==> src/hw/bus_pkg.sv <==
//####################################################################
// memory bus widths and request tags
// core memory-operation encoding
//####################################################################
`default_nettype none

package bus_pkg;

  localparam int bus_data_width = 64;
  localparam int bus_tag_width = 13;

  // read asks for a line, write announces a victim line
  localparam logic [bus_tag_width-1:0] mem_read_tag = 13'h1100;
  localparam logic [bus_tag_width-1:0] mem_write_tag = 13'h0100;

  typedef logic [bus_data_width-1:0] mem_word_t;

  // loads first, stores after
  typedef enum logic [3:0] {
    ld, lw, lh, lb,
    lwu, lhu, lbu,
    sd, sw, sh, sb
  } mem_op_t;

endpackage

`default_nettype wire

==> src/hw/cache_pkg.sv <==
//####################################################################
// cache geometry, address field widths
// address split, line type and tag entry type
//####################################################################
`default_nettype none

package cache_pkg;

  // 8 KB total, 4 ways x 32 sets x 64 byte lines
  localparam int ways = 4;
  localparam int sets = 32;
  localparam int line_bytes = 64;
  // 64-bit words per line, also the beat count on the bus
  localparam int beats_per_line = line_bytes / 8;

  // address fields, tag takes whatever is left of 64 bits
  localparam int offset_bits = 6;
  localparam int index_bits = 5;
  localparam int tag_bits = 64 - index_bits - offset_bits;

  // byte address as seen by the lookup
  typedef struct packed {
    logic [tag_bits-1:0] tag;
    logic [index_bits-1:0] index;
    logic [offset_bits-1:0] offset;
  } cache_addr_t;

  // word 0 sits in the low 64 bits
  typedef logic [beats_per_line-1:0][63:0] line_t;

  // state kept per line next to its tag
  typedef struct packed {
    logic valid;
    logic dirty;
    logic [tag_bits-1:0] tag;
  } tag_entry_t;

  typedef logic [1:0] way_sel_t;

endpackage

`default_nettype wire

==> src/hw/load_store_align.sv <==
//####################################################################
// load_store_align: load field extraction with sign/zero extend
// and store data merge into a copy of the line
//####################################################################
`timescale 1ns/1ps
`default_nettype none

module load_store_align (
  input wire cache_pkg::line_t line,
  input wire [cache_pkg::offset_bits-1:0] offset,
  input wire bus_pkg::mem_op_t mem_type,
  input wire bus_pkg::mem_word_t store_data,
  output bus_pkg::mem_word_t load_value,
  output cache_pkg::line_t merged_line
);

  logic [2:0] dword_sel;
  logic [5:0] bit_shift;
  bus_pkg::mem_word_t dword;
  bus_pkg::mem_word_t field;
  bus_pkg::mem_word_t store_mask;
  bus_pkg::mem_word_t lane_mask;
  bus_pkg::mem_word_t lane_data;

  // upper offset bits pick the 64-bit word
  assign dword_sel = offset[5:3];
  // low bits give the byte lane, accesses are naturally aligned
  assign bit_shift = {offset[2:0], 3'b000};
  assign dword = line[dword_sel];
  // requested field lands at bit 0
  assign field = dword >> bit_shift;

  always_comb begin
    case (mem_type)
      bus_pkg::lw: load_value = {{32{field[31]}}, field[31:0]};
      bus_pkg::lh: load_value = {{48{field[15]}}, field[15:0]};
      bus_pkg::lb: load_value = {{56{field[7]}}, field[7:0]};
      bus_pkg::lwu: load_value = {32'b0, field[31:0]};
      bus_pkg::lhu: load_value = {48'b0, field[15:0]};
      // byte-wide, not half-wide
      bus_pkg::lbu: load_value = {56'b0, field[7:0]};
      default: load_value = dword;
    endcase
  end

  // bytes touched by the store, before shifting into its lane
  always_comb begin
    case (mem_type)
      bus_pkg::sd: store_mask = '1;
      bus_pkg::sw: store_mask = 64'h0000_0000_ffff_ffff;
      bus_pkg::sh: store_mask = 64'h0000_0000_0000_ffff;
      bus_pkg::sb: store_mask = 64'h0000_0000_0000_00ff;
      // loads leave the line untouched
      default: store_mask = '0;
    endcase
  end

  assign lane_mask = store_mask << bit_shift;
  assign lane_data = (store_data & store_mask) << bit_shift;

  always_comb begin
    merged_line = line;
    merged_line[dword_sel] = (dword & ~lane_mask) | lane_data;
  end

endmodule

`default_nettype wire

==> config.mk <==
export PLATFORM = sky130hd
export DESIGN_NAME = load_store_align
export DESIGN_NICKNAME = d
export VERILOG_FILES = /design/src/hw/bus_pkg.sv /design/src/hw/cache_pkg.sv /design/src/hw/load_store_align.sv
export SDC_FILE = /design/constraint.sdc
export NUM_CORES = 1
export LEC_CHECK = 0
export ABC_AREA = 0
export BUFFER_PORTS_ARGS = -buffer_cell sky130_fd_sc_hd__buf_4
export CAP_MARGIN = 20
export CORE_AREA = 2 2 452 454
export DETAILED_ROUTE_END_ITERATION = 6
export DIE_AREA = 0 0 454 456
export PLACE_DENSITY = 0.35
export SYNTH_ARGS = -nofsm -noshare
export SYNTH_HDL_FRONTEND = slang
export SYNTH_SLANG_ARGS = --single-unit
export TNS_END_PERCENT = 30
==> constraint.sdc <==
create_clock -name vclk -period 2.6
set_input_delay 0.26 -clock vclk [all_inputs]
set_output_delay 0.26 -clock vclk [all_outputs]
set_load 0.01 [all_outputs]
# == After elaboration in Yosys (flattened, before gate mapping) ==
# Cells that the tools add are included.
# totals
register_bits,0
inputBits,586
output_inout_bits,576
word_cells,27
# op_classes
n_lt_le_gt_ge,2
eq_ne,10
shift,3
n_mux,7
bitwise,4
reduce_logical,1
# op_table
cell,n
bitwise mux 512 bit,1
case mux 64 bit (6 select lines),1
case mux 64 bit (4 select lines),1
binary-select mux 64 bit (select 3 bit),1
demux 64 bit (select 3 bit),1
AND 64 bit,2
2-to-1 mux 64 bit,2
<< shifter 64 x 6 -> 64 bit,2
NOT 64 bit,1
bitwise OR 64 bit,1
>> shifter 64 x 6 -> 32 bit,1
"== test 4 x 3 -> 1 bit, second input constant",4
"== test 4 bit, second input constant",3
"== test 4 x 2 -> 1 bit, second input constant",2
"== test 4 x 1 -> 1 bit, second input constant",1
"less-than comparator 3 x 4 -> 1 bit, second input constant",1
">= comparator 3 x 1 -> 1 bit, second input constant",1
logical AND 1 bit,1

# == Longest topological paths before layout ==
# logic_depth
word_depth,7
mapped_depth,14

# == Worst setup path before layout ==
# Ideal clock, no wire load.
# synth_timing
path_type,input port to output port
start,input port offset[5] in the netlist's numbering
end,output port merged_line[104] in the netlist's numbering
t_arrival_ns,2.473
t_required_ns,2.340
path_slack_ns,-0.133
path_stages,10
path_cell_list,buf_6 > buf_6 > buf_6 > buf_6 > buf_2 > mux2_2 > a221oi_1 > o22ai_1 > a221oi_1 > o21ai_0
# synth_lines
element,line_no,rtl
"start, declared",load_store_align.sv:10,"input wire [cache_pkg::offset_bits-1:0] offset,"
"end, declared",load_store_align.sv:14,output cache_pkg::line_t merged_line

# == Final worst setup path ==
# layout_timing
start,input port offset[5] in the netlist's numbering
end,output port load_value[2]
# layout_via
elab_chain_len,4
# layout_rtl
element,line_no,rtl
binary-select mux 64 bit (select 3 bit) *,load_store_align.sv:29,assign dword = line[dword_sel];
2-to-1 mux 64 bit (not written as such) *,load_store_align.sv:29,
>> shifter 64 x 6 -> 32 bit,load_store_align.sv:31,assign field = dword >> bit_shift;
case mux 64 bit (6 select lines) *,load_store_align.sv:34,case (mem_type)
"end, declared",load_store_align.sv:13,"output bus_pkg::mem_word_t load_value,"
# Mark *: on every way between the ends. The rest lies on a longest branch, timed or not. The select of a mux whose other input is x is not followed.

==> results.md <==
* Power share of the sequential group at 0
* Global-route wire length before repair at 341500 um
* CP peak stage delay at 0.78 ns
* Clk_buf instances at 0
* Final setup viols at 575
* Combinational share of power at 1.000
* Final Instance Area at 39500 um^2
* Total gr overflow at 0
* Tot Pwr at 0.01161 W
* Vias in the first global route at 29220
* Total GRT Usage at 0.2537
* Fill count at 22990
* Die height at 456 um
* Slew Limit Fails at 0
* Routed wire length at 277400 um
* Power density over cell area at 294.0 nW/um^2
* Max rail drop VDD at 91.11 uV
* Gate count of the mapped netlist at 2338
* Hold slack at 0.8119 ns
* DR iter-0 viols at 2317
* Maxcap violations at 0
* Syn Nets at 2924
* Storage element area at 0 um^2
* Post-Syn Area at 13430 um^2
* Status: complete, but fails checks
* GP Congestion at 0.9861
* Post-synthesis simple-gate area fraction at 0.2531
* Total number of vias at 29150
* Worst hold stages at 4
* Psw at 0.006548 W
* Final Hold Viols at 0
* Critical Path Slowest Stage Cell: a222oi_1
* Dpl hpwl at 244000 um
* Critical Path RT at 2.34 ns
* Syn. warnings at 0
* Area of the die at 207000 um^2
* # IOs at 1162
* Sum Neg Setup Slack at -250.20 ns
* Final #Nets at 4922
* # DRC at 0
* Final ANT Viol Nets at 0
* XOR/XNOR Fraction of Synth Area at 0.001304
* Violated checks: setup timing
* Critical path launch point type: primary input
* Pin count of the biggest net entering global routing at 40
* Largest family of logic cells by synthesized area: compound AO/OA/AOI/OAI gates
* Number of port buffers at 1162
* Initial core utilization at 0.06658
* Max Fclk at 290.7 MHz
* CP Class: primary input to primary output
* Slew Limit Headroom at 0.3825
* Router iterations before antenna repair at 6
* Placed instance area at 32450 um^2
* Post-synthesis compound-gate area fraction at 0.4878
* CP max FO at 6
* Top cell by count, worst path: buf_4
* Syn Area/Cell at 5.744 um^2
* Placed cell count at 6792
* Tightest Hold Check Type: primary input to primary output
* Share of cells above drive strength 1 at 0.6521
* Core Area at 201700 um^2
* Leak at 18.32 nW
* Fin crit share at 1.323
* Tmin final at 3.440 ns
* DR vias/cell at 4.138
* Number of sequential cells at 0
* Wire per inst at 39.39 um
* Rows at 165
* CP endpoint kind: primary output
* Int Pwr at 0.005064 W
* Switching Share at 0.5639
* WP data arrival at 3.18 ns
* Antenna violations before repair at 67
* Syn-to-layout area delta at 194.2%
* CP Cell Sequence: buf_16 -> buf_12 -> nor2b_1 -> buf_4 -> a221o_1 -> a222oi_1 -> buf_4 -> mux2_4 -> mux2i_2 -> buf_4 -> nor2_4 -> o31ai_4 -> buf_6
* Yosys cell types at 79
* Register area share after synthesis at 0
* Die Width at 454 um
* Measured slew at the worst slew-check pin at 0.9262 ns
* Final Instance Count excl. Fillers at 7044
* Final worst slack at -0.8399 ns
* RSZ-0062 raised after global routing: true
* Clock network power share at 0
* Synth Area in Adders at 0
* Mux cell area share after synthesis at 0.1644
power by group through the flow:
stage                     logic, W  clock network (W)  registers, W
after floorplan            0.00252                  0             0
after global placement     0.00971                  0             0
after detailed placement   0.00966                  0             0
after CTS                   0.0109                  0             0
after global routing        0.0120      0.00000000166             0
final                       0.0116      0.00000000194             0
layout make-up:
type	count	area (um^2)	share of cell area
Timing Repair Buffer	2241	20330	0.5147
Multi-Input combinational cell	2079	15660	0.3964
Tap cell	2672	3343	0.08463
Antenna cell	38	95.09	0.002407
Inverter	14	72.57	0.001837
logic make-up after synthesis:
logic type             Yosys count
AO/OA/AOI/OAI                 1046
AND/OR/NAND/NOR                833
multiplexers                   198
buffers and inverters          259
XOR/XNOR                         2
routing by layer:
metal / GRT usage / share of wire / vias to the layer above
met1: 0.3116 / 0.41 / 14750
met5: 0 / 0.00017 / -
met3: 0.05556 / 0.070 / 297
li1: - / - / 12760
met4: 0.08766 / 0.043 / 6
met2: 0.4320 / 0.48 / 1336
cells in the final DEF, fill, tap and decap left out, types with 15 or more instances in the layout:
cell type	instances
a221oi_2	23
mux2_2	50
diode_2	38
buf_6	311
a221o_1	25
mux2_4	17
a21oi_2	19
a22oi_1	47
nor2_1	94
buf_4	1738
o21ai_1	47
o21ai_2	99
nand2_4	20
buf_8	34
o21ai_4	92
buf_12	144
nand2_1	580
a22o_1	18
nand2_2	15
a21oi_4	19
a221oi_4	17
mux2i_1	111
a22oi_2	49
o21ai_0	340
a21oi_1	52
synthesized netlist by cell type (all sizes together) (9+ instances only):
master,count,share of area
nor2,116,0.033
a32o,9,0.0067
a221oi,50,0.038
nor2b,13,0.0061
o211ai,14,0.0078
nor3b,9,0.0058
o2bb2ai,9,0.0059
nor3,21,0.0089
a22o,26,0.017
a211oi,25,0.016
clkbuf,158,0.044
o21ai,578,0.22
a222oi,14,0.010
a21o,10,0.0056
inv,14,0.0043
nand2,616,0.17
a21oi,90,0.034
o22a,11,0.0072
mux4,11,0.019
nand3,13,0.0048
o22ai,23,0.011
and2,14,0.0065
buf,81,0.041
mux2i,119,0.089
o31ai,13,0.0073
a221o,26,0.019
mux2,68,0.057
a22oi,96,0.054
worst paths after layout:
kind  startpoint                to  slack [ns]
max    offset[5]     load_value[2]       -0.84
min    line[273]  merged_line[273]        0.81
critical path, delay by kind of cell:
| kind | cells | cell delay [ns] |
|---|---|---|
| buffers and inverters | 6 | 1.08 |
| multiplexers | 2 | 0.23 |
| AND/OR/NAND/NOR | 2 | 0.26 |
| AO/OA/AOI/OAI | 3 | 1.29 |
through the flow:
step | util | worst slack, ns
after floorplan | - | -0.09821
after global placement | 0.1608 | -1.790
after detailed placement | 0.1609 | -1.645
after CTS | 0.1832 | -0.9216
after global routing | 0.1958 | -0.8567
final | 0.1959 | -0.8399
what timing repair did:
| action | CTS | global route |
|---|---|---|
| setup buffers | 166 | 90 |
| endpoints found under the hold margin | 0 | 0 |
| gates cloned | 6 | 3 |
| hold buffers | 0 | 0 |
| gates resized for setup | 839 | 494 |
| endpoints found under the setup margin | 576 | 576 |
| pin swaps | 122 | 113 |
Note: power is estimated with default switching activity, not from simulation.
