**src/hw/bus_pkg.sv**
```systemverilog
//####################################################################
// memory bus widths and request tags
// core memory-operation encoding
//####################################################################
`default_nettype none

package bus_pkg;

  localparam int bus_data_width = 64;
  localparam int bus_tag_width = 13;

  // read asks for a line, write announces a victim line
  localparam logic [bus_tag_width-1:0] mem_read_tag = 13'h1100;
  localparam logic [bus_tag_width-1:0] mem_write_tag = 13'h0100;

  typedef logic [bus_data_width-1:0] mem_word_t;

  // loads first, stores after
  typedef enum logic [3:0] {
    ld, lw, lh, lb,
    lwu, lhu, lbu,
    sd, sw, sh, sb
  } mem_op_t;

endpackage

`default_nettype wire

```
**src/hw/cache_pkg.sv**
```systemverilog
//####################################################################
// cache geometry, address field widths
// address split, line type and tag entry type
//####################################################################
`default_nettype none

package cache_pkg;

  // 8 KB total, 4 ways x 32 sets x 64 byte lines
  localparam int ways = 4;
  localparam int sets = 32;
  localparam int line_bytes = 64;
  // 64-bit words per line, also the beat count on the bus
  localparam int beats_per_line = line_bytes / 8;

  // address fields, tag takes whatever is left of 64 bits
  localparam int offset_bits = 6;
  localparam int index_bits = 5;
  localparam int tag_bits = 64 - index_bits - offset_bits;

  // byte address as seen by the lookup
  typedef struct packed {
    logic [tag_bits-1:0] tag;
    logic [index_bits-1:0] index;
    logic [offset_bits-1:0] offset;
  } cache_addr_t;

  // word 0 sits in the low 64 bits
  typedef logic [beats_per_line-1:0][63:0] line_t;

  // state kept per line next to its tag
  typedef struct packed {
    logic valid;
    logic dirty;
    logic [tag_bits-1:0] tag;
  } tag_entry_t;

  typedef logic [1:0] way_sel_t;

endpackage

`default_nettype wire

```
**src/hw/cache_ctrl.sv**
```systemverilog
//####################################################################
// cache_ctrl: hit detection and victim choice
// access FSM, array write control, bus transfer starts
//####################################################################
`timescale 1ns/1ps
`default_nettype none

module cache_ctrl (
  input wire clk,
  input wire reset,
  input wire access,
  input wire write,
  input wire cache_pkg::cache_addr_t address,
  input wire bus_pkg::mem_op_t mem_type,
  input wire cache_pkg::tag_entry_t [cache_pkg::ways-1:0] tag_rd,
  output logic tag_wr_en,
  output logic data_wr_en,
  output cache_pkg::way_sel_t wr_way,
  output cache_pkg::tag_entry_t tag_wr_entry,
  output logic data_sel_merge,
  output logic fetch_start,
  output logic wb_start,
  output cache_pkg::cache_addr_t wb_addr,
  input wire refill_done,
  input wire writeback_done,
  output logic busy,
  output logic finished
);

  typedef enum logic [2:0] {
    idle, lookup, writeback, refill, fill, done
  } state_t;

  state_t state;
  logic store;
  logic hit;
  logic found_invalid;
  logic victim_dirty;
  logic miss;
  cache_pkg::way_sel_t hit_way;
  cache_pkg::way_sel_t victim;
  cache_pkg::way_sel_t way_r;
  logic [7:0] lfsr;

  // only store encodings change the line
  assign store = write &&
                 (mem_type inside {bus_pkg::sd, bus_pkg::sw, bus_pkg::sh, bus_pkg::sb});

  // tag compare over the set, victim is first invalid way, else random
  always_comb begin
    hit = 1'b0;
    hit_way = '0;
    found_invalid = 1'b0;
    victim = lfsr[1:0];
    for (int w = 0; w < cache_pkg::ways; w++) begin
      if (tag_rd[w].valid && tag_rd[w].tag == address.tag) begin
        hit = 1'b1;
        hit_way = cache_pkg::way_sel_t'(w);
      end
      if (!tag_rd[w].valid && !found_invalid) begin
        found_invalid = 1'b1;
        victim = cache_pkg::way_sel_t'(w);
      end
    end
  end

  assign victim_dirty = tag_rd[victim].valid && tag_rd[victim].dirty;
  assign miss = (state == lookup) && !hit;
  assign wb_addr = {tag_rd[victim].tag, address.index, {cache_pkg::offset_bits{1'b0}}};

  // bus transfers start on the edge that leaves lookup or writeback
  assign wb_start = miss && victim_dirty;
  assign fetch_start = (miss && !victim_dirty) || (state == writeback && writeback_done);

  // store hit merges and sets dirty, fill installs the clean line
  assign tag_wr_en = (state == lookup && hit && store) || (state == fill);
  assign data_wr_en = tag_wr_en;
  assign tag_wr_entry = {1'b1, state == lookup, address.tag};
  assign wr_way = (state == lookup) ? hit_way : way_r;
  // refill buffer feeds the arrays and the aligner only during fill
  assign data_sel_merge = (state != fill);

  // a load miss returns straight from the refill buffer
  assign finished = (state == done) || (state == fill && !store);
  assign busy = access && !finished;

  always_ff @(posedge clk) begin
    if (!reset) begin
      state <= idle;
      lfsr <= 8'h01;
    end else begin
      // x^8 + x^6 + x^5 + x^4 + 1, free running
      lfsr <= {lfsr[6:0], lfsr[7] ^ lfsr[5] ^ lfsr[4] ^ lfsr[3]};
      case (state)
        idle: begin
          if (access) begin
            state <= lookup;
          end
        end
        lookup: begin
          if (hit) begin
            state <= done;
          end else if (victim_dirty) begin
            state <= writeback;
          end else begin
            state <= refill;
          end
        end
        writeback: begin
          if (writeback_done) begin
            state <= refill;
          end
        end
        refill: begin
          if (refill_done) begin
            state <= fill;
          end
        end
        // store goes back through lookup and now hits
        fill: state <= store ? lookup : idle;
        default: state <= idle;
      endcase
    end
  end

  // way held for write-back read, fill and the done response
  always_ff @(posedge clk) begin
    if (state == lookup) begin
      way_r <= hit ? hit_way : victim;
    end
  end

  single_finish: assert property (
    @(posedge clk) disable iff (!reset) finished |=> !finished
  );

endmodule

`default_nettype wire

```
**config.mk**
```make
export PLATFORM = sky130hd
export DESIGN_NAME = cache_ctrl
export DESIGN_NICKNAME = d
export VERILOG_FILES = /design/src/hw/bus_pkg.sv /design/src/hw/cache_pkg.sv /design/src/hw/cache_ctrl.sv
export SDC_FILE = /design/constraint.sdc
export NUM_CORES = 1
export LEC_CHECK = 0
export ABC_AREA = 1
export BUFFER_PORTS_ARGS = -buffer_cell sky130_fd_sc_hd__buf_4
export CAP_MARGIN = 20
export CORE_AREA = 2 2 163 165
export CTS_BUF_LIST = sky130_fd_sc_hd__clkbuf_4
export CTS_CLUSTER_DIAMETER = 150
export CTS_CLUSTER_SIZE = 16
export DETAILED_ROUTE_END_ITERATION = 10
export DIE_AREA = 0 0 165 167
export PLACE_DENSITY_LB_ADDON = 0.05
export SYNTH_ARGS = -nofsm -noshare
export SYNTH_HDL_FRONTEND = slang
export SYNTH_SLANG_ARGS = --single-unit
export TNS_END_PERCENT = 20
```
**constraint.sdc**
```tcl
create_clock -name clk -period 2.35 [get_ports clk]
set_input_delay 0.3525 -clock clk [delete_from_list [all_inputs] [get_ports clk]]
set_output_delay 0.3525 -clock clk [all_outputs]
set_load 0.03 [all_outputs]
```
Yosys cells after proc, flatten, opt, wreduce, memory -nomap -nowiden
Cells that the tools add are included.
W data, S select, Z words.

word-level totals
  output and inout bits = 128
  logic and storage cells = 81
  register bits = 13
  input bits = 294

operators by class
  bitwise operators = 3
  reduce and logical (&&, ||, !) cells = 32
  eq/ne operators = 17
  order comparisons = 1
  mux-type cells = 25

operators by type and width
  kind                  count
  $eq A53 B53 Y1        4
  $bmux W55 S2          1
  $mux W55              1
  $logic_and A1 B1 Y1   17
  $mux W2               8
  $pmux W3 S5           1
  $eq A4 B4 Y1 const B  3
  $mux W3               4
  $mux W1               10
  $logic_not A1 Y1      9
  $eq A3 B2 Y1 const B  2
  $eq A3 B3 Y1 const B  2
  $ne A2 B2 Y1 const B  3
  $eq A4 B3 Y1 const B  1
  $reduce_bool A4 Y1    1
  $eq A3 B1 Y1 const B  1
  $logic_not A3 Y1      1
  $logic_or A1 B1 Y1    3
  $lt A2 B3 Y1 const B  1
  $ne A3 B3 Y1 const B  1
  $reduce_and A3 Y1     1
  $xor A1 B1 Y1         3

Logic depth before layout (Yosys ltp)
Gate-level depths: netlist of the first run.

  depth after elaboration = 15
  depth in mapped cells = 15

Worst setup path after synthesis of the first run
Ideal clock, no wire load.

  path type = reg-to-output
  start = register state[1]
  end = output tag_wr_en
  buffers on the path = 1
  cell stages (with the launch flop) = 5
  slack = -0.064 ns
  arrival time = 2.061 ns
  cell sequence = dfxtp_1 nor3_2 o21ai_2 o21ai_1 buf_4

RTL lines
  element                 line               text
  from (decl)             cache_ctrl.sv:34   state_t state;
  from (signal assigned)  cache_ctrl.sv:89   state <= idle;
  from (signal assigned)  cache_ctrl.sv:97   state <= lookup;
  from (signal assigned)  cache_ctrl.sv:102  state <= done;
  to (decl)               cache_ctrl.sv:16   output logic tag_wr_en,

Final worst setup path of the first run
  start = input address[36] (netlist bit)
  end = output data_wr_en

on the way
  word-level cells in the longest chain between the ends = 9

RTL lines
  element                              line              text
  from (decl)                          cache_ctrl.sv:13  input wire cache_pkg::cache_addr_t address,
  $eq A53 B53 Y1                       cache_ctrl.sv:56  if (tag_rd[w].valid && tag_rd[w].tag == address.tag) begin
  $logic_and A1 B1 Y1                  cache_ctrl.sv:56
  $mux W1 (3 in series)                cache_ctrl.sv:56
  $mux W1 *                            cache_ctrl.sv:56
  $logic_and A1 B1 Y1 * (2 in series)  cache_ctrl.sv:76  assign tag_wr_en = (state == lookup && hit && store) || (state == fill);
  $logic_or A1 B1 Y1 *                 cache_ctrl.sv:76
  to (decl)                            cache_ctrl.sv:17  output logic data_wr_en,

Every way passes the cells marked *; elsewhere a longest branch is shown, timed or not.

==> impl_metrics.toml, run 1 <==
[run_status]
status = "complete, but fails checks"
violations = "setup timing"

[die]
initial_core_util_pct = 31.3
die-height_um = 167
ioPinCount = 422
coreArea_um2 = 25800
die_area_um2 = 27600
die_x_um = 165
core.rowCount = 59

[final_layout]
fillers = 3021
n_antenna_cell = 0
area_growth_pct = 53.9
post-route-util_pct = 48.2
drive_gt1_share_pct = 31.2
num-nets-final = 2591

[sta]
fin_ws_ps = -46.9
slew_viol_final = 0
worst_pin_slew_ps = 542
rsz0062_at_grt = "true"
finalCritPeriodShare_pct = 102
hold_viol_final = 0
tns_ps = -104
setup_viol = 3
final.min_clock_period_ps = 2400
slew_headroom_pct = 63.7
fmax_ghz = 0.417
fin_skew_ps = 14.5

[worst_setup_path]
crit_type = "in -> out"
cp-endpoint = "data_wr_en"
ff2ff_path_depth = 13
crit-reg2reg-launch = "lfsr[0]$_SDFF_PN1_"
r2r-end = "state[0]$_SDFFE_PN0P_"
worst_setup_path_start_kind = "input port"
arrival_ps = 2040
critPathCaptureType = "output pin"
crit_fanout = 5
cp.required_ps = 2000
regToRegSetupSlack_ps = 730
startpoint = "address[36]"

[synth]
synth_flop_cell = "dfxtp_1"
netlist_instances = 1861
synth.top_cell.area_share_pct = 40.6
synth_cell_types = 40
synth_edf_count = 2
synth-simple-area-share_pct = 58.6
synth.area.mux_share_pct = 0.124
synth_seq_cells = 13
ys_top_cells_by_count = "874 x nand2_1, 286 x nor2_1, 212 x inv_1, 134 x a21oi_1, 79 x o21ai_0"
synthMostInstantiatedCell = "nand2_1"
yosys.area_share.xor_xnor_pct = 1.74
async_reset_ff_share_pct = 0
synth.avg_cell_area_um2 = 4.34
synth_adder_area_share_pct = 0
syn-cell-area_um2 = 8070
synthTopCellsByArea = "nand2_1 41%, nor2_1 13%, inv_1 9.9%, a21oi_1 8.3%, buf_4 6.3%"
synth_top_family_by_area = "simple AND/OR/NAND/NOR gates"
ys_warn_count = 0
yosysSeqAreaShare_pct = 3.47
synth_compound_area_share_pct = 15.8
synth_area_leader_cell = "nand2_1"

[route]
antenna_left = 0
vias = 12800
dr.pass1.iters = 6
drc = 0
routed_wl_um = 48300
drtIter0Drc = 925
post_drt_via_cell_ratio = 4.87
wire_per_inst_um = 18.4

[global_route]
track_usage_pct = 33.4
grt_max_degree = 72
antenna_found_initial = 0
grt_pass1_vias = 11700
grt_overflow = 0
grt_first_pass_wirelength_um = 68800

[place]
gp_congestion = 1.03
portBuffers = 398
dp_hpwl_um = 43500

[worst_hold_path]
min_path_type = "in -> reg"
whs_path_depth = 3

[clocking]
cts_buffers = 3
clock_path_buffers = 2
cts-root-buf = "clkbuf_4"
clkLatencyLatePin_ps = 280
path_clk_slew_ps = 100
cts_max_level = 1
cts_tree = "done"
clkSinkCount = 13

[pwr]
vdd_drop_max_uv = 273
p_leak_nw = 7.57
powerDensity_nw_per_um2 = 286

[job]
maxCapViolCount = 0
## worst max-delay path: stages
cell and delay, ps:
buf_4 130, inv_2 60, nand2_1 100, nand2_1 100
nor2_1 220, nand2_1 130, nor2_1 140, nand2_1 60
nor2_1 90, nand2_1 70, nand2_2 110, o21ai_4 80
o21ai_2 220, buf_6 160
## per-stage QoR
| step | worst slack, ps | power [W] | area [µm²] | hold slack [ps] | instances |
|---|---|---|---|---|---|
| floorplan | 122 | 0.00186 | 8100 | 390 | 1866 |
| global placement | -122 | 0.00325 | 11900 | 395 | 2626 |
| detailed placement | -147 | 0.00326 | 11900 | 400 | 2626 |
| CTS | -3.50 | 0.00344 | 12000 | 302 | 2630 |
| global route | -103 | 0.00381 | 12400 | 321 | 2631 |
| finish | -46.9 | 0.00355 | 12400 | 315 | 2631 |
## timing repair
| item | in CTS | in global routing |
|---|---|---|
| endpoints found under the setup margin | 6 | 16 |
| hold buffers | 0 | 0 |
| cloned | 0 | 0 |
| resized for setup | 19 | 139 |
| setup buffers | 0 | 1 |
| pin swaps | 1 | 66 |
## metal layers
metal  part of all wire [%]  routed length (µm)  track usage [%]  vias up
met5                      0                   0                0        -
met4                    2.3                1130             6.47        0
met3                    7.3                3530             2.07       50
met2                     48               23000             58.0      541
met1                     43               20700             45.3     5791
li1                       -                   -                -     6438
## logic make-up after synthesis
group / Yosys count
and+or+nand+nor: 1222
buffers and inverters: 361
muxes: 1
DFF: 13
other: 2
xor gates and xnor gates: 16
AOI/OAI and AO/OA: 246
## report_power, final
group / total (W) / internal, W / leakage (nW) / switching, W
clock: 0.000157 / 0.0000773 / 0.0184 / 0.0000794
combinational: 0.00312 / 0.00121 / 7.44 / 0.00191
sequential: 0.000276 / 0.000253 / 0.109 / 0.0000223
## cell type report
| cell class | instances | area, µm² | share of cell area, % |
|---|---|---|---|
| multi-input combinational | 1492 | 6590 | 53.0 |
| sequential | 13 | 280 | 2.26 |
| tap | 335 | 419 | 3.38 |
| inverter | 260 | 982 | 7.91 |
| timing repair buffer | 527 | 4120 | 33.2 |
| clock buffer | 4 | 30.0 | 0.242 |
## how the worst min path moves through the flow
| stage | slack [ps] | start | to |
|---|---|---|---|
| after global placement | 390 | lfsr[2]$_SDFF_PN0_ | lfsr[3]$_SDFF_PN0_ |
| after CTS | 300 | reset | lfsr[2]$_SDFF_PN0_ |
| after global routing | 320 | reset | lfsr[1]$_SDFF_PN0_ |
| after detailed placement | 400 | lfsr[2]$_SDFF_PN0_ | lfsr[3]$_SDFF_PN0_ |
| after floorplan | 390 | lfsr[2]$_SDFF_PN0_ | lfsr[3]$_SDFF_PN0_ |
| final | 320 | reset | lfsr[2]$_SDFF_PN0_ |
## placed cells by master (no fill, tap or decap), types with 11 or more instances in the layout
cell type,Yosys,layout
nand2_2,11,58
buf_6,1,16
nor2_2,5,43
nand2_1,874,818
a21oi_1,134,134
nor2_1,286,239
inv_1,212,207
dfxtp_1,11,11
buf_4,68,503
o22ai_1,11,11
nand4_1,11,11
inv_2,47,50
nand3_1,13,13
o21ai_0,79,76
## sequential cells by signal (all words and copies together), names as in the netlist
register	cells
way_r	2
state	3
lfsr	8
No activity file was read; power rests on OpenSTA's default activity.
==> run 2: changes to the inputs <==
Settings changed: CTS_BUF_LIST sky130_fd_sc_hd__clkbuf_4 to sky130_fd_sc_hd__clkbuf_8.
==> impl_metrics.toml, run 2 (synthesis results as in run 1) <==
[place]
dp_hpwl_um = 43500
portBuffers = 398
place_area_um2 = 11900
gp_congestion = 1.03

[die]
die_area_um2 = 27600
die_x_um = 165
initial_core_util_pct = 31.3
die-height_um = 167
coreArea_um2 = 25800
ioPinCount = 422
core.rowCount = 59

[final_layout]
num-nets-final = 2591
top_register = "lfsr"
final_cell_area_um2 = 12500
largest_register_ffs = 8
drive_gt1_share_pct = 31.6
layout_commonest_cell = "nand2_1"
post-route-util_pct = 48.4
fillers = 3009
n_antenna_cell = 0
area_growth_pct = 54.6
final_cell_mix = "812 x nand2_1, 501 x buf_4, 234 x nor2_1, 208 x inv_1, 134 x a21oi_1"
reg_top3 = "lfsr (8), state (3), way_r (2)"

[pwr]
p_leak_nw = 7.60
power_w = 0.00361
vdd_drop_max_uv = 294
powerDensity_nw_per_um2 = 289

[route]
routed_wl_um = 48400
wire_per_inst_um = 18.4
dr.pass1.iters = 5
antenna_left = 0
post_drt_via_cell_ratio = 4.85
drc = 0
drtIter0Drc = 950
vias = 12800

[worst_setup_path]
regToRegSetupSlack_ps = 720
crit-reg2reg-launch = "lfsr[0]$_SDFF_PN1_"
critPathCaptureType = "output pin"
cp.required_ps = 2000
crit_fanout = 4
startpoint = "address[14]"
crit_type = "in -> out"
worst_setup_path_start_kind = "input port"
arrival_ps = 2000

[clocking]
cts-root-buf = "clkbuf_8"
cts_max_level = 1
path_clk_slew_ps = 60
cts_tree = "done"
clock_path_buffers = 2
ctsHoldBuffers = 0
cts_buffers = 3
clkLatencyLatePin_ps = 250
clkSinkCount = 13

[sta]
fin_skew_ps = 10.7
fin_ws_ps = -2.95
fmax_ghz = 0.425
setup_viol = 2
slew_headroom_pct = 63.1
hold_viol_final = 0
worst_pin_slew_ps = 551
tns_ps = -5.18
hold_ws_ps = 351
rsz0062_at_grt = "true"
slew_viol_final = 0
final.min_clock_period_ps = 2350
finalCritPeriodShare_pct = 100

[worst_hold_path]
min_from = "reset"
min_path_type = "in -> reg"

[run_status]
violations = "setup timing"
status = "complete, but fails checks"

[global_route]
grt_pass1_vias = 11700
grt_max_degree = 72
grt_overflow = 0
antenna_found_initial = 0
track_usage_pct = 33.5
grt_first_pass_wirelength_um = 68900

[job]
maxCapViolCount = 0
[run 2: path summary, 6_finish.rpt]
kind | end | cells after the start
max | data_wr_en | 15
min | lfsr[1]$_SDFF_PN0_ | 3
max reg2reg | state[0]$_SDFFE_PN0P_ | 13
min reg2reg | lfsr[3]$_SDFF_PN0_ | 2
[run 2: per-stage QoR]
step,std cells,worst slack [ps]
5_1_grt,2631,-114
3_3_place_gp,2626,-122
3_5_place_dp,2626,-147
4_1_cts,2630,1.74
2_1_floorplan,1866,122
6_report,2631,-2.95
[run 2: power by group]
group	internal, W	leakage (nW)	switching, W	total, W
Clock	0.000116	0.0269	0.0000884	0.000204
Combinational	0.00121	7.46	0.00192	0.00313
Sequential	0.000254	0.109	0.0000233	0.000277
Total	0.00158	7.60	0.00203	0.00361
[run 2: worst max-delay path, cell delays in order]
cell     delay [ps]
buf_4           110
inv_2            30
buf_4           130
nand2_2          60
o21ai_1          60
nor2_1          170
nand2_1          70
nor2_1          140
nand2_2         110
nor2_1          100
nand2_1          70
nand2_2         110
o21ai_4          80
o21ai_2         230
buf_6           160
[run 2: repair_timing]
| item | in CTS | in global routing |
|---|---|---|
| endpoints found under the hold margin | 0 | 0 |
| buffers inserted | 0 | 1 |
| setup endpoints to repair | 6 | 10 |
| pin swaps | 2 | 66 |
| gates resized for setup | 19 | 155 |
[run 2: per-layer routing]
metal / vias up / track usage [%] / routed length, µm
met5: - / 0 / 0
li1: 6443 / - / -
met3: 45 / 2.09 / 3440
met2: 519 / 58.2 / 23100
met4: 0 / 6.47 / 1070
met1: 5746 / 45.4 / 20800
[run 2: cell type report]
class / count / area, µm² / share of cell area (%)
Clock buffer: 3 / 41.3 / 0.331
Inverter: 260 / 987 / 7.91
Sequential cell: 13 / 280 / 2.25
Timing Repair Buffer: 527 / 4120 / 33.0
Clock inverter: 1 / 3.75 / 0.0301
Multi-Input combinational cell: 1492 / 6630 / 53.1
Tap cell: 335 / 419 / 3.36
