===== src/hw/bus_pkg.sv =====
//####################################################################
// memory bus widths and request tags
// core memory-operation encoding
//####################################################################
`default_nettype none

package bus_pkg;

  localparam int bus_data_width = 64;
  localparam int bus_tag_width = 13;

  // read asks for a line, write announces a victim line
  localparam logic [bus_tag_width-1:0] mem_read_tag = 13'h1100;
  localparam logic [bus_tag_width-1:0] mem_write_tag = 13'h0100;

  typedef logic [bus_data_width-1:0] mem_word_t;

  // loads first, stores after
  typedef enum logic [3:0] {
    ld, lw, lh, lb,
    lwu, lhu, lbu,
    sd, sw, sh, sb
  } mem_op_t;

endpackage

`default_nettype wire


===== src/hw/cache_pkg.sv =====
//####################################################################
// cache geometry, address field widths
// address split, line type and tag entry type
//####################################################################
`default_nettype none

package cache_pkg;

  // 8 KB total, 4 ways x 32 sets x 64 byte lines
  localparam int ways = 4;
  localparam int sets = 32;
  localparam int line_bytes = 64;
  // 64-bit words per line, also the beat count on the bus
  localparam int beats_per_line = line_bytes / 8;

  // address fields, tag takes whatever is left of 64 bits
  localparam int offset_bits = 6;
  localparam int index_bits = 5;
  localparam int tag_bits = 64 - index_bits - offset_bits;

  // byte address as seen by the lookup
  typedef struct packed {
    logic [tag_bits-1:0] tag;
    logic [index_bits-1:0] index;
    logic [offset_bits-1:0] offset;
  } cache_addr_t;

  // word 0 sits in the low 64 bits
  typedef logic [beats_per_line-1:0][63:0] line_t;

  // state kept per line next to its tag
  typedef struct packed {
    logic valid;
    logic dirty;
    logic [tag_bits-1:0] tag;
  } tag_entry_t;

  typedef logic [1:0] way_sel_t;

endpackage

`default_nettype wire


===== src/hw/bus_master.sv =====
//####################################################################
// bus_master: line read and write-back requests on the memory bus
// eight-beat write-back send and eight-beat refill collect
//####################################################################
`timescale 1ns/1ps
`default_nettype none

module bus_master (
  input wire clk,
  input wire reset,
  input wire fetch_start,
  input wire cache_pkg::cache_addr_t fetch_addr,
  input wire wb_start,
  input wire cache_pkg::cache_addr_t wb_addr,
  input wire cache_pkg::line_t wb_line,
  output cache_pkg::line_t refill_line,
  output logic refill_done,
  output logic writeback_done,
  output logic bus_reqcyc,
  input wire bus_reqack,
  output logic [bus_pkg::bus_data_width-1:0] bus_req,
  output logic [bus_pkg::bus_tag_width-1:0] bus_reqtag,
  input wire bus_respcyc,
  output logic bus_respack,
  input wire [bus_pkg::bus_data_width-1:0] bus_resp,
  input wire [bus_pkg::bus_tag_width-1:0] bus_resptag
);

  localparam logic [3:0] last_cnt = 4'(cache_pkg::beats_per_line);

  logic sending;
  logic [3:0] wb_cnt;
  logic [3:0] rf_cnt;
  logic wb_acked;
  logic wb_last;
  logic rf_full;
  logic beat_in;

  // write-back header accepted, data beats follow right away
  assign wb_acked = bus_reqcyc && bus_reqack && (bus_reqtag == bus_pkg::mem_write_tag);
  assign wb_last = (wb_cnt == last_cnt);
  assign rf_full = (rf_cnt == last_cnt);
  // a beat not yet acknowledged, respack low means it is new
  assign beat_in = bus_respcyc && !bus_respack && !rf_full &&
                   (bus_resptag == bus_pkg::mem_read_tag);

  // request strobe and write-back beat sequencing
  always_ff @(posedge clk) begin
    if (!reset) begin
      bus_reqcyc <= 1'b0;
      sending <= 1'b0;
      wb_cnt <= '0;
      writeback_done <= 1'b0;
    end else begin
      writeback_done <= 1'b0;
      if (wb_start || fetch_start) begin
        bus_reqcyc <= 1'b1;
      end else if (bus_reqcyc && bus_reqack) begin
        bus_reqcyc <= 1'b0;
        // word 0 goes out on the ack edge
        sending <= wb_acked;
        wb_cnt <= 4'd1;
      end else if (sending) begin
        if (wb_last) begin
          sending <= 1'b0;
          writeback_done <= 1'b1;
        end else begin
          wb_cnt <= wb_cnt + 4'd1;
        end
      end
    end
  end

  // address, tag and data beats share bus_req
  always_ff @(posedge clk) begin
    if (wb_start) begin
      bus_req <= {wb_addr.tag, wb_addr.index, {cache_pkg::offset_bits{1'b0}}};
      bus_reqtag <= bus_pkg::mem_write_tag;
    end else if (fetch_start) begin
      bus_req <= {fetch_addr.tag, fetch_addr.index, {cache_pkg::offset_bits{1'b0}}};
      bus_reqtag <= bus_pkg::mem_read_tag;
    end else if (wb_acked) begin
      bus_req <= wb_line[0];
    end else if (sending && !wb_last) begin
      bus_req <= wb_line[wb_cnt[2:0]];
    end
  end

  // refill side: count beats, ack each one for a single cycle
  always_ff @(posedge clk) begin
    if (!reset) begin
      bus_respack <= 1'b0;
      rf_cnt <= '0;
      refill_done <= 1'b0;
    end else begin
      bus_respack <= beat_in;
      refill_done <= 1'b0;
      if (fetch_start) begin
        rf_cnt <= '0;
      end else if (rf_full) begin
        rf_cnt <= '0;
        refill_done <= 1'b1;
      end else if (beat_in) begin
        rf_cnt <= rf_cnt + 4'd1;
      end
    end
  end

  // line buffer, lowest word arrives first
  always_ff @(posedge clk) begin
    if (beat_in) begin
      refill_line[rf_cnt[2:0]] <= bus_resp;
    end
  end

  // the memory may sample the request on any cycle until it acks
  req_held: assert property (
    @(posedge clk) disable iff (!reset)
    bus_reqcyc && !bus_reqack |=> $stable(bus_req) && $stable(bus_reqtag)
  );

endmodule

`default_nettype wire


===== config.mk =====
export PLATFORM = sky130hd
export DESIGN_NAME = bus_master
export DESIGN_NICKNAME = d
export VERILOG_FILES = /design/src/hw/bus_pkg.sv /design/src/hw/cache_pkg.sv /design/src/hw/bus_master.sv
export SDC_FILE = /design/constraint.sdc
export NUM_CORES = 1
export LEC_CHECK = 0
export ABC_AREA = 1
export BUFFER_PORTS_ARGS = -buffer_cell sky130_fd_sc_hd__buf_4
export CORE_AREA = 2 2 518 520
export DETAILED_ROUTE_END_ITERATION = 8
export DIE_AREA = 0 0 520 522
export PLACE_DENSITY = 0.36
export RECOVER_POWER = 50
export REMOVE_ABC_BUFFERS = 1
export SKIP_CTS_REPAIR_TIMING = 1
export SYNTH_ARGS = -nofsm -noshare
export SYNTH_HDL_FRONTEND = slang
export SYNTH_SLANG_ARGS = --single-unit

===== constraint.sdc =====
create_clock -name clk -period 7.3 [get_ports clk]
set_input_delay 0.365 -clock clk [delete_from_list [all_inputs] [get_ports clk]]
set_output_delay 0.365 -clock clk [all_outputs]
set_load 0.05 [all_outputs]

# == After elaboration in Yosys (flattened, before gate mapping) ==
# Cells that the tools add are included.
# op_classes
n_reduce_logical,20
order_cmp,3
n_eq_ne,4
mux,19
addsub,2
bitwise,4
# op_table
cell,count
$bwmux W512,1
$mux W64,6
$bmux W64 S3,1
$demux W64 S3,1
$eq A13 B13 Y1 const B,1
$mux W4,3
$add A4 B1 Y4 const B,2
$eq A4 B4 Y1 const B,2
$lt A3 B4 Y1 const B,2
$logic_and A1 B1 Y1,7
$mux W1,7
$reduce_bool A2 Y1,3
$not A1 Y1,4
$reduce_bool A4 Y1,1
$reduce_or A2 Y1,2
$reduce_or A4 Y1,1
$ge A3 B1 Y1 const B,1
$logic_not A1 Y1,3
$reduce_and A3 Y1,1
$reduce_or A3 Y1,1
$ne A2 B1 Y1 const B,1
$logic_or A1 B1 Y1,1
# word_totals
output_inout_bits,593
wordCells,70
input_bits,723
ff_bits,590

# == Depth between registers and ports, before layout ==
# Gate-level depths: netlist of run 1.
# logic_depth
ltp_word,7
depth_mapped,12

# == Worst setup path after synthesis of run 1 ==
# OpenSTA, ideal clock, no wires.
# synth_path
path_type,register to register
start,register rf_cnt[1]
end,register refill_line[100] (netlist bit) (enable)
n_path_buf,1
setup_ps,565
arrival_ps,5683
setup_slack_ps,1052
stages_incl_launch_ff,9
required_time_ps,6735
path_cell_list,dfxtp_1 clkbuf_1 inv_1 ha_1 nand3_1 nand4_1 nor2_1 nand2_1 nor3_1
# synth_via
elab_chain_cells,4
# synth_rtl
item,line_no,text
"start, declared",bus_master.sv:33,logic [3:0] rf_cnt;
"start signal, assigned",bus_master.sv:104,rf_cnt <= rf_cnt + 4'd1;
$eq A4 B4 Y1,bus_master.sv:42,assign rf_full = (rf_cnt == last_cnt);
$logic_not A1 Y1,bus_master.sv:44,assign beat_in = bus_respcyc && !bus_respack && !rf_full &&
$logic_and A1 B1 Y1 (2 in series),bus_master.sv:44,
"end signal, assigned by index",bus_master.sv:112,refill_line[rf_cnt[2:0]] <= bus_resp;
"end, declared",bus_master.sv:16,"output cache_pkg::line_t refill_line,"
# Every way passes these cells.
# A chain may end at the register's enable or synchronous reset.

# == Final worst setup path of run 1 ==
# layout_path
start,register rf_cnt[1]
end,register refill_line[184] (netlist bit) (enable)
# The elaborated chain is that of the path after synthesis.

==> results.sh, run 1 <==
export IMPL_critPathBufInv=3
export IMPL_grt_max_degree=119
export IMPL_reg2reg_to="refill_line[184]"
export IMPL_wl_per_cell_um=19.3
export IMPL_ir_drop_mv=0.142
export IMPL_whs_path_depth=3
export IMPL_holdPathEnd="bus_req[59]"
export IMPL_r2r_slack_ps=3510
export IMPL_cp_top_family="buffers and inverters"
export IMPL_hold_class="in2reg"
export IMPL_r2r_cells=9
export IMPL_syn_to_final_growth_pct=59.0
export IMPL_power_leakage_nw=17.9
export IMPL_initial_core_util_pct=10.0
export IMPL_slew_violations=0
export IMPL_routed_wl_um=150000
export IMPL_overflow=0
export IMPL_drtIter0Drc=1500
export IMPL_placeableCoreArea_mm2=0.266
export IMPL_rr_startpoint="rf_cnt[1]"
export IMPL_period_needed_ps=3790
export IMPL_crit_arrival_ps=4070
export IMPL_layout_commonest_cell="buf_4"
export IMPL_row_count=190
export IMPL_placedCellCount=7509
export IMPL_start_kind="flop"
export IMPL_clkTransAtPathRegs_ps=60
export IMPL_instances_no_fill=7760
export IMPL_cp_required_ps=7580
export IMPL_die_x_um=520
export IMPL_drcViolationCount=205
export IMPL_yosysUniqueCellTypes=27
export IMPL_cts_root_buf="clkbuf_16"
export IMPL_grtUsageTotal_pct=10.4
export IMPL_drv_cap=0
export IMPL_cts_sinks=590
export IMPL_first_global_vias=24300
export IMPL_cts_htree_levels=3
export IMPL_path_cells="inv_1 -> ha_1 -> nand3_1 -> nand4_1 -> nor2_1 -> nand2_1 -> nor3_2 -> buf_4 -> buf_4"
export IMPL_setup_tns_ps=0
export IMPL_clk_path_buf_depth=3
export IMPL_numPortBuffers=1291
export IMPL_finalCritPeriodShare_pct=52.0
export IMPL_first_pass_iters=9
export IMPL_final_area_mm2=0.0425
export IMPL_p_per_area_mw_per_mm2=199
export IMPL_design_power_total_w=0.00846
export IMPL_worstSkewPairLatency_ps=680
export IMPL_gp_congestion=0.897
export IMPL_cts_tree="done"
export IMPL_yosys_warnings=0
export IMPL_outcome="finished with violations"
export IMPL_ios=1316
export IMPL_syn_avg_cell_area_um2=9.61
export IMPL_final_net_count=4871
export IMPL_die_area_mm2=0.271
export IMPL_path_common_cell="buf_4"
export IMPL_slowest_stage="buf_4"
export IMPL_hold_ws_ps=40.4
export IMPL_violations="DRC"
export IMPL_tightest_slew_ps=1140
export IMPL_antenna_found_initial=20
export IMPL_fin_skew_ps=26.8
export IMPL_numCtsBuffers=74
export IMPL_critPathMaxStageDelay_ps=600
export IMPL_ys_seq_area_share_pct=65.6
export IMPL_drive_above_1_share_pct=25.8
export IMPL_dp_hpwl_um=114000
export IMPL_hold_viol=0
export IMPL_layout_common_cells="897 x buf_4, 763 x nand2_1, 570 x edfxtp_1"
export IMPL_crit_type="reg2reg"
export IMPL_nFillCells=30500
export IMPL_setup_violations=0
export IMPL_ant_nets=0
export IMPL_grt_pass1_wl_um=200000
export IMPL_multi_input_area_mm2=0.00641
export IMPL_path_max_fanout=32
export IMPL_routed_via_density=3.17
export IMPL_seq_area_mm2=0.0175
export IMPL_fmaxAchievable_mhz=264
export IMPL_placed_cell_area_mm2=0.0405
export IMPL_critPathCaptureType="flop"
export IMPL_syn_area_mm2=0.0267
export IMPL_rsz0062_at_grt="false"
export IMPL_dr_total_vias=24600
export IMPL_syn_inst=2778
export IMPL_hp_start="wb_addr[59]"
export IMPL_relSlewSlack_pct=24.3
export IMPL_ys_seq_elements=590
export IMPL_die_height_um=522
## sequential cells by signal, summed over array words and instances (netlist names)
register        count
rf_cnt              4
refill_line       512
bus_respack         1
wb_cnt              4
writeback_done      1
bus_reqcyc          1
refill_done         1
bus_req            64
sending             1
bus_reqtag          1
## cells by family (layout without fill, tap and decap cells)
group           after synthesis  count (layout)  share of synthesized area (%)
flops                       590             590                           65.6
buf+inv                     716            2125                           10.7
simple gates               1369            1369                           21.5
compound gates               95              95                           1.92
xor+xnor                      2               2                         0.0656
other cells                   2              23                         0.0281
fa+ha+maj                     4               4                          0.187
## how the worst max path moves through the flow
stage	depth (start not counted)	to	slack (ps)	from
floorplan	5	bus_req[10]	-4270	wb_cnt[0]
global route	9	refill_line[154]	3160	rf_cnt[1]
finish	9	refill_line[184]	3510	rf_cnt[1]
CTS	9	refill_line[170]	3360	rf_cnt[1]
detailed placement	9	refill_line[159]	3400	rf_cnt[1]
global placement	9	refill_line[129]	3440	rf_cnt[1]
## per-stage QoR
stage          setup slack [ps]  utilization, %
2_1_floorplan             -4270               -
3_3_place_gp               3440            15.2
3_5_place_dp               3400            15.2
4_1_cts                    3360            16.1
5_1_grt                    3160            15.9
6_report                   3510            15.9
## routing by layer
layer  up-vias  wire (µm)  GRT usage, %
met5         -          0             0
met4         0       5280          4.05
met3       163      11100          3.10
met2      1135      75300          18.5
met1     11700      58100          11.6
li1      11600          -             -
## synth_stat cells (all sizes together)
| library cell | count | area share (%) |
|---|---|---|
| buf | 105 | 2.1 |
| inv | 557 | 7.8 |
| nand2 | 764 | 11 |
| dfxtp | 20 | 1.5 |
| clkbuf | 48 | 0.67 |
| nor3 | 12 | 0.22 |
| nand3 | 438 | 8.2 |
| o211ai | 13 | 0.37 |
| o21ai | 66 | 1.3 |
| ha | 4 | 0.19 |
| xor2 | 2 | 0.066 |
| nor2 | 149 | 2.2 |
| nand4 | 5 | 0.12 |
| conb | 2 | 0.028 |
| and2 | 1 | 0.023 |
| clkinv | 6 | 0.084 |
| a21oi | 16 | 0.30 |
| edfxtp | 570 | 64 |
## worst min-delay path, cell delays in order
cell	delay (ps)
buf_4	110
nand2_1	60
nand2_1	60
## power by group
group	switching (W)	total (W)	internal, W
Sequential	0.0000155	0.00377	0.00376
Combinational	0.000635	0.00106	0.000422
Clock	0.00159	0.00363	0.00204
Total	0.00224	0.00846	0.00622
## layout make-up
| cell class | instances | share of cell area, % |
|---|---|---|
| Antenna cell | 11 | 0.0648 |
| Inverter | 563 | 5.03 |
| Clock buffer | 88 | 4.51 |
| Sequential cell | 590 | 41.3 |
| Tap cell | 3552 | 10.5 |
| Timing Repair Buffer | 1433 | 22.5 |
| Clock inverter | 41 | 1.03 |
| Multi-Input combinational cell | 1482 | 15.1 |
No activity file was read; power rests on OpenSTA's default activity.
==> run 2, diff against run 1 <==
Settings changed: ABC_AREA 1 to 0, CORE_AREA 2 2 518 520 to 2 2 515 517, DIE_AREA 0 0 520 522 to 0 0 517 519.
Clock period 7.3 ns to 3.35 ns, I/O delays scaled along.
==> results.sh, run 2 <==
export IMPL_synth_edff_count=570
export IMPL_clkTransAtPathRegs_ps=60
export IMPL_postLayoutCoreUtil_pct=15.8
export IMPL_reg2reg_to="refill_line[99]"
export IMPL_power_leakage_nw=14.0
export IMPL_setup_violations=0
export IMPL_routed_wl_um=154000
export IMPL_synth_top_cell_by_area="edfxtp_1"
export IMPL_numCtsBuffers=71
export IMPL_first_pass_iters=5
export IMPL_final_net_count=3692
export IMPL_critPathLaunch="rf_cnt[0]"
export IMPL_synthTopCellsByCount="570 x edfxtp_1, 117 x mux2i_1, 105 x a22oi_1"
export IMPL_ys_flop_type="edfxtp_1"
export IMPL_dp_slack_ps=118
export IMPL_finalCritPeriodShare_pct=89.4
export IMPL_clk_path_buf_depth=3
export IMPL_initial_core_util_pct=9.31
export IMPL_layout_common_cells="931 x buf_4, 570 x edfxtp_1, 433 x clkbuf_1"
export IMPL_row_count=189
export IMPL_crit_type="reg2reg"
export IMPL_whs_path_depth=4
export IMPL_fmaxAchievable_mhz=334
export IMPL_ys_seq_elements=590
export IMPL_fin_ws_ps=356
export IMPL_largest_reg_flops=512
export IMPL_syn_area_mm2=0.0245
export IMPL_syn_inst=1419
export IMPL_syn_to_final_growth_pct=70.3
export IMPL_ant_nets=0
export IMPL_nFillCells=29700
export IMPL_drcViolationCount=0
export IMPL_syn_avg_cell_area_um2=17.3
export IMPL_cts_root_buf="clkbuf_16"
export IMPL_grtUsageTotal_pct=10.8
export IMPL_tightest_slew_ps=1290
export IMPL_async_reset_ff_share_pct=0
export IMPL_die_height_um=519
export IMPL_r2r_cells=7
export IMPL_yosys_warnings=0
export IMPL_design_power_total_w=0.0183
export IMPL_antenna_found_initial=68
export IMPL_netlist_area_leader_share_pct=69.8
export IMPL_ir_drop_mv=0.303
export IMPL_p_per_area_mw_per_mm2=438
export IMPL_dr_total_vias=20200
export IMPL_numPortBuffers=1291
export IMPL_rr_startpoint="rf_cnt[0]"
export IMPL_outcome="complete, no violations"
export IMPL_gp_congestion=0.815
export IMPL_relSlewSlack_pct=13.9
export IMPL_routed_via_density=3.08
export IMPL_setup_tns_ps=0
export IMPL_yosysUniqueCellTypes=48
export IMPL_rsz0062_at_grt="false"
export IMPL_drtIter0Drc=1181
export IMPL_cts_htree_levels=3
export IMPL_die_area_mm2=0.268
export IMPL_grt_max_degree=113
export IMPL_cp_endpoint="refill_line[99]"
export IMPL_critPathCaptureType="flop"
export IMPL_cts_sinks=590
export IMPL_grt_pass1_wl_um=194000
export IMPL_wl_per_cell_um=23.4
export IMPL_synth_area_leaders="edfxtp_1 70%, mux4_2 5.8%, mux2i_1 4.8%"
export IMPL_cp_required_ps=3630
export IMPL_worstSkewPairLatency_ps=680
export IMPL_placedCellCount=6231
export IMPL_drive_above_1_share_pct=38.3
export IMPL_layout_commonest_cell="buf_4"
export IMPL_ios=1316
export IMPL_cts_tree="done"
export IMPL_path_max_fanout=28
export IMPL_r2r_slack_ps=360
export IMPL_hold_class="in2reg"
export IMPL_drv_cap=0
export IMPL_hold_viol=0
export IMPL_instances_no_fill=6573
export IMPL_dp_hpwl_um=124000
export IMPL_crit_arrival_ps=3270
export IMPL_first_global_vias=20000
export IMPL_overflow=0
export IMPL_period_needed_ps=2990
export IMPL_ys_seq_area_share_pct=71.5
export IMPL_slew_violations=0
export IMPL_fin_skew_ps=32.8
export IMPL_yosysMostFrequentCell="edfxtp_1"
export IMPL_die_x_um=517
export IMPL_start_kind="flop"
export IMPL_placeableCoreArea_mm2=0.263
-- run 2: critical path: stages (launching register included) --
cell	delay (ps)
dfxtp_1	520
inv_1	180
ha_1	240
nand3b_1	160
and3_1	260
nand2_1	190
nor4_2	520
buf_4	500
-- run 2: per-layer routing --
| metal | vias up | track usage (%) | part of all wire [%] | routed length [µm] |
|---|---|---|---|---|
| met5 | - | 0 | 0.040 | 62 |
| met1 | 9985 | 11.7 | 37 | 57400 |
| met3 | 220 | 3.35 | 8.0 | 12300 |
| li1 | 8869 | - | - | - |
| met2 | 1136 | 19.7 | 51 | 78600 |
| met4 | 10 | 3.50 | 3.5 | 5370 |
-- run 2: stage by stage --
stage | hold slack, ps | instance area (µm²)
finish | 74.2 | 41800
global route | 60.6 | 41700
CTS | -347 | 41300
detailed placement | 418 | 39100
global placement | 416 | 39100
floorplan | 240 | 23900
-- run 2: final cells by class --
type | count | area, µm² | share of cell area [%]
multi-input combinational | 722 | 6410 | 15.4
inverter | 7 | 26.3 | 0.0629
antenna | 20 | 50.0 | 0.120
sequential | 590 | 17500 | 42.0
clock buffer | 84 | 1830 | 4.37
tap | 3533 | 4420 | 10.6
timing repair buffer | 1573 | 11100 | 26.5
clock inverter | 44 | 433 | 1.04
-- run 2: power breakdown --
group / internal [W] / switching, W
sequential: 0.00819 / 0.0000440
clock: 0.00440 / 0.00331
combinational: 0.00110 / 0.00126
-- run 2: worst min-delay path by stage --
stage                               from          endpoint  slack [ps]
after global placement      bus_resp[10]  refill_line[330]         420
after floorplan                 wb_start    bus_reqtag[12]         240
after detailed placement    bus_resp[10]  refill_line[266]         420
after global routing      fetch_addr[48]       bus_req[48]          60
final                     fetch_addr[48]       bus_req[48]          70
after CTS                   bus_resp[10]  refill_line[266]        -350
-- run 2: kinds of logic after synthesis --
group                      count (synthesis)  synth area share [%]
adders and majority gates                  4                 0.204
and+or+nand+nor                          262                  5.91
other                                      2                0.0306
muxes                                    187                  11.3
DFF                                      590                  71.5
AOI/OAI and AO/OA                        257                  8.22
buffers and inverters                    117                  2.87
==> run 3, diff against run 2 <==
--- a/constraint.sdc
+++ b/constraint.sdc
@@ -3,2 +3,2 @@
 set_output_delay 0.1675 -clock clk [all_outputs]
-set_load 0.05 [all_outputs]
+set_load 0.005 [all_outputs]
==> results.sh, run 3 (synthesized netlist as in run 2, its figures left out) <==
export IMPL_crit_arrival_ps=3270
export IMPL_ios=1316
export IMPL_die_area_mm2=0.268
export IMPL_largest_reg_flops=512
export IMPL_grt_max_degree=113
export IMPL_use_met2_pct=19.7
export IMPL_slew_violations=0
export IMPL_wl_per_cell_um=23.4
export IMPL_dr_total_vias=20300
export IMPL_critPathBufInv=2
export IMPL_crit_type="reg2reg"
export IMPL_nFillCells=29600
export IMPL_hold_class="in2reg"
export IMPL_cp_top_family="simple AND/OR/NAND/NOR gates"
export IMPL_start_kind="flop"
export IMPL_cts_sinks=590
export IMPL_routed_wl_um=154000
export IMPL_r2r_slack_ps=360
export IMPL_layout_common_cells="930 x buf_4, 570 x edfxtp_1, 295 x clkbuf_1"
export IMPL_cts_htree_levels=3
export IMPL_fmaxAchievable_mhz=334
export IMPL_drive_above_1_share_pct=42.8
export IMPL_grt_pass1_wl_um=194000
export IMPL_tightest_slew_ps=1310
export IMPL_placedCellCount=6231
export IMPL_grtUsageTotal_pct=10.8
export IMPL_dp_hpwl_um=124000
export IMPL_whs_path_depth=4
export IMPL_rsz0062_at_grt="false"
export IMPL_routed_via_density=3.09
export IMPL_instances_no_fill=6572
export IMPL_clkTransAtPathRegs_ps=60
export IMPL_rr_startpoint="rf_cnt[0]"
export IMPL_hold_ws_ps=74.1
export IMPL_critPathMaxStageDelay_ps=520
export IMPL_syn_to_final_growth_pct=72.4
export IMPL_die_height_um=519
export IMPL_cts_tree="done"
export IMPL_gp_congestion=0.815
export IMPL_numCtsBuffers=71
export IMPL_period_needed_ps=2990
export IMPL_use_met3_pct=3.35
export IMPL_row_count=189
export IMPL_hold_viol=0
export IMPL_setup_violations=0
export IMPL_postLayoutCoreUtil_pct=16.0
export IMPL_drcViolationCount=0
export IMPL_initial_core_util_pct=9.31
export IMPL_first_global_vias=20000
export IMPL_relSlewSlack_pct=12.7
export IMPL_first_pass_iters=5
export IMPL_hp_start="fetch_addr[48]"
export IMPL_layout_commonest_cell="buf_4"
export IMPL_clk_path_buf_depth=3
export IMPL_antenna_found_initial=68
export IMPL_numPortBuffers=1291
export IMPL_grt_use_met1_pct=11.7
export IMPL_worstSkewPairLatency_ps=680
export IMPL_holdPathEnd="bus_req[48]"
export IMPL_final_net_count=3692
export IMPL_slowest_stage="dfxtp_1"
export IMPL_cts_root_buf="clkbuf_16"
export IMPL_drtIter0Drc=1212
export IMPL_setup_tns_ps=0
export IMPL_placeableCoreArea_mm2=0.263
export IMPL_p_per_area_mw_per_mm2=425
export IMPL_overflow=0
export IMPL_drv_cap=0
export IMPL_r2r_cells=7
export IMPL_grt_busiest_layer="met2"
export IMPL_ant_nets=0
export IMPL_cp_required_ps=3630
export IMPL_die_x_um=517
export IMPL_path_cells="inv_1 -> ha_1 -> nand3b_1 -> and3_1 -> nand2_1 -> nor4_2 -> buf_4"
export IMPL_reg2reg_to="refill_line[99]"
export IMPL_design_power_total_w=0.0180
export IMPL_finalCritPeriodShare_pct=89.4
export IMPL_path_max_fanout=28
export IMPL_power_leakage_nw=14.5
export IMPL_outcome="complete, no violations"
export IMPL_fin_skew_ps=33.4
export IMPL_ir_drop_mv=0.303
export IMPL_critPathCaptureType="flop"
run 3: changes by cell type in the layout (fill, tap and decap cells not counted), sizes merged:
cell,previous run,this run
clkbuf,504,503
buf,959,960
diode,20,19
run 3: power breakdown:
part	switching [W]	internal, W
clock network	0.00330	0.00440
logic	0.000935	0.00109
registers	0.0000441	0.00819
run 3: final cells by class:
cell class | count | area [µm²] | share of cell area (%)
Tap cell | 3533 | 4420 | 10.5
Timing Repair Buffer | 1573 | 11600 | 27.4
Antenna cell | 19 | 47.5 | 0.113
Multi-Input combinational cell | 722 | 6410 | 15.2
Sequential cell | 590 | 17500 | 41.5
Inverter | 7 | 26.3 | 0.0622
Clock buffer | 84 | 1830 | 4.32
Clock inverter | 44 | 433 | 1.02
run 3: stage by stage:
stage,instance area (µm²),setup WS [ps]
floorplan,23900,-6350
global placement,39100,38.1
detailed placement,39100,118
CTS,41300,224
global route,42200,103
finish,42300,355
run 3: worst max-delay path by stage:
stage / startpoint / to / slack (ps) / cells after the start
detailed placement: bus_resptag[11] / refill_line[118] / 120 / 7
floorplan: wb_cnt[0] / bus_req[10] / -6350 / 5
global route: rf_cnt[0] / refill_line[99] / 100 / 7
CTS: bus_respack / refill_line[99] / 220 / 6
finish: rf_cnt[0] / refill_line[99] / 360 / 7
global placement: bus_resptag[11] / refill_line[118] / 40 / 7
run 3: metal layers:
metal	routed length [µm]	share of wire [%]
met5	61	0.040
met4	5370	3.5
met2	78500	51
met3	12200	8.0
met1	57300	37
run 3: worst register-to-register path, cell delays in order, from the launching register on:
cell	delay, ps
dfxtp_1	520
inv_1	180
ha_1	240
nand3b_1	160
and3_1	260
nand2_1	190
nor4_2	520
buf_4	500
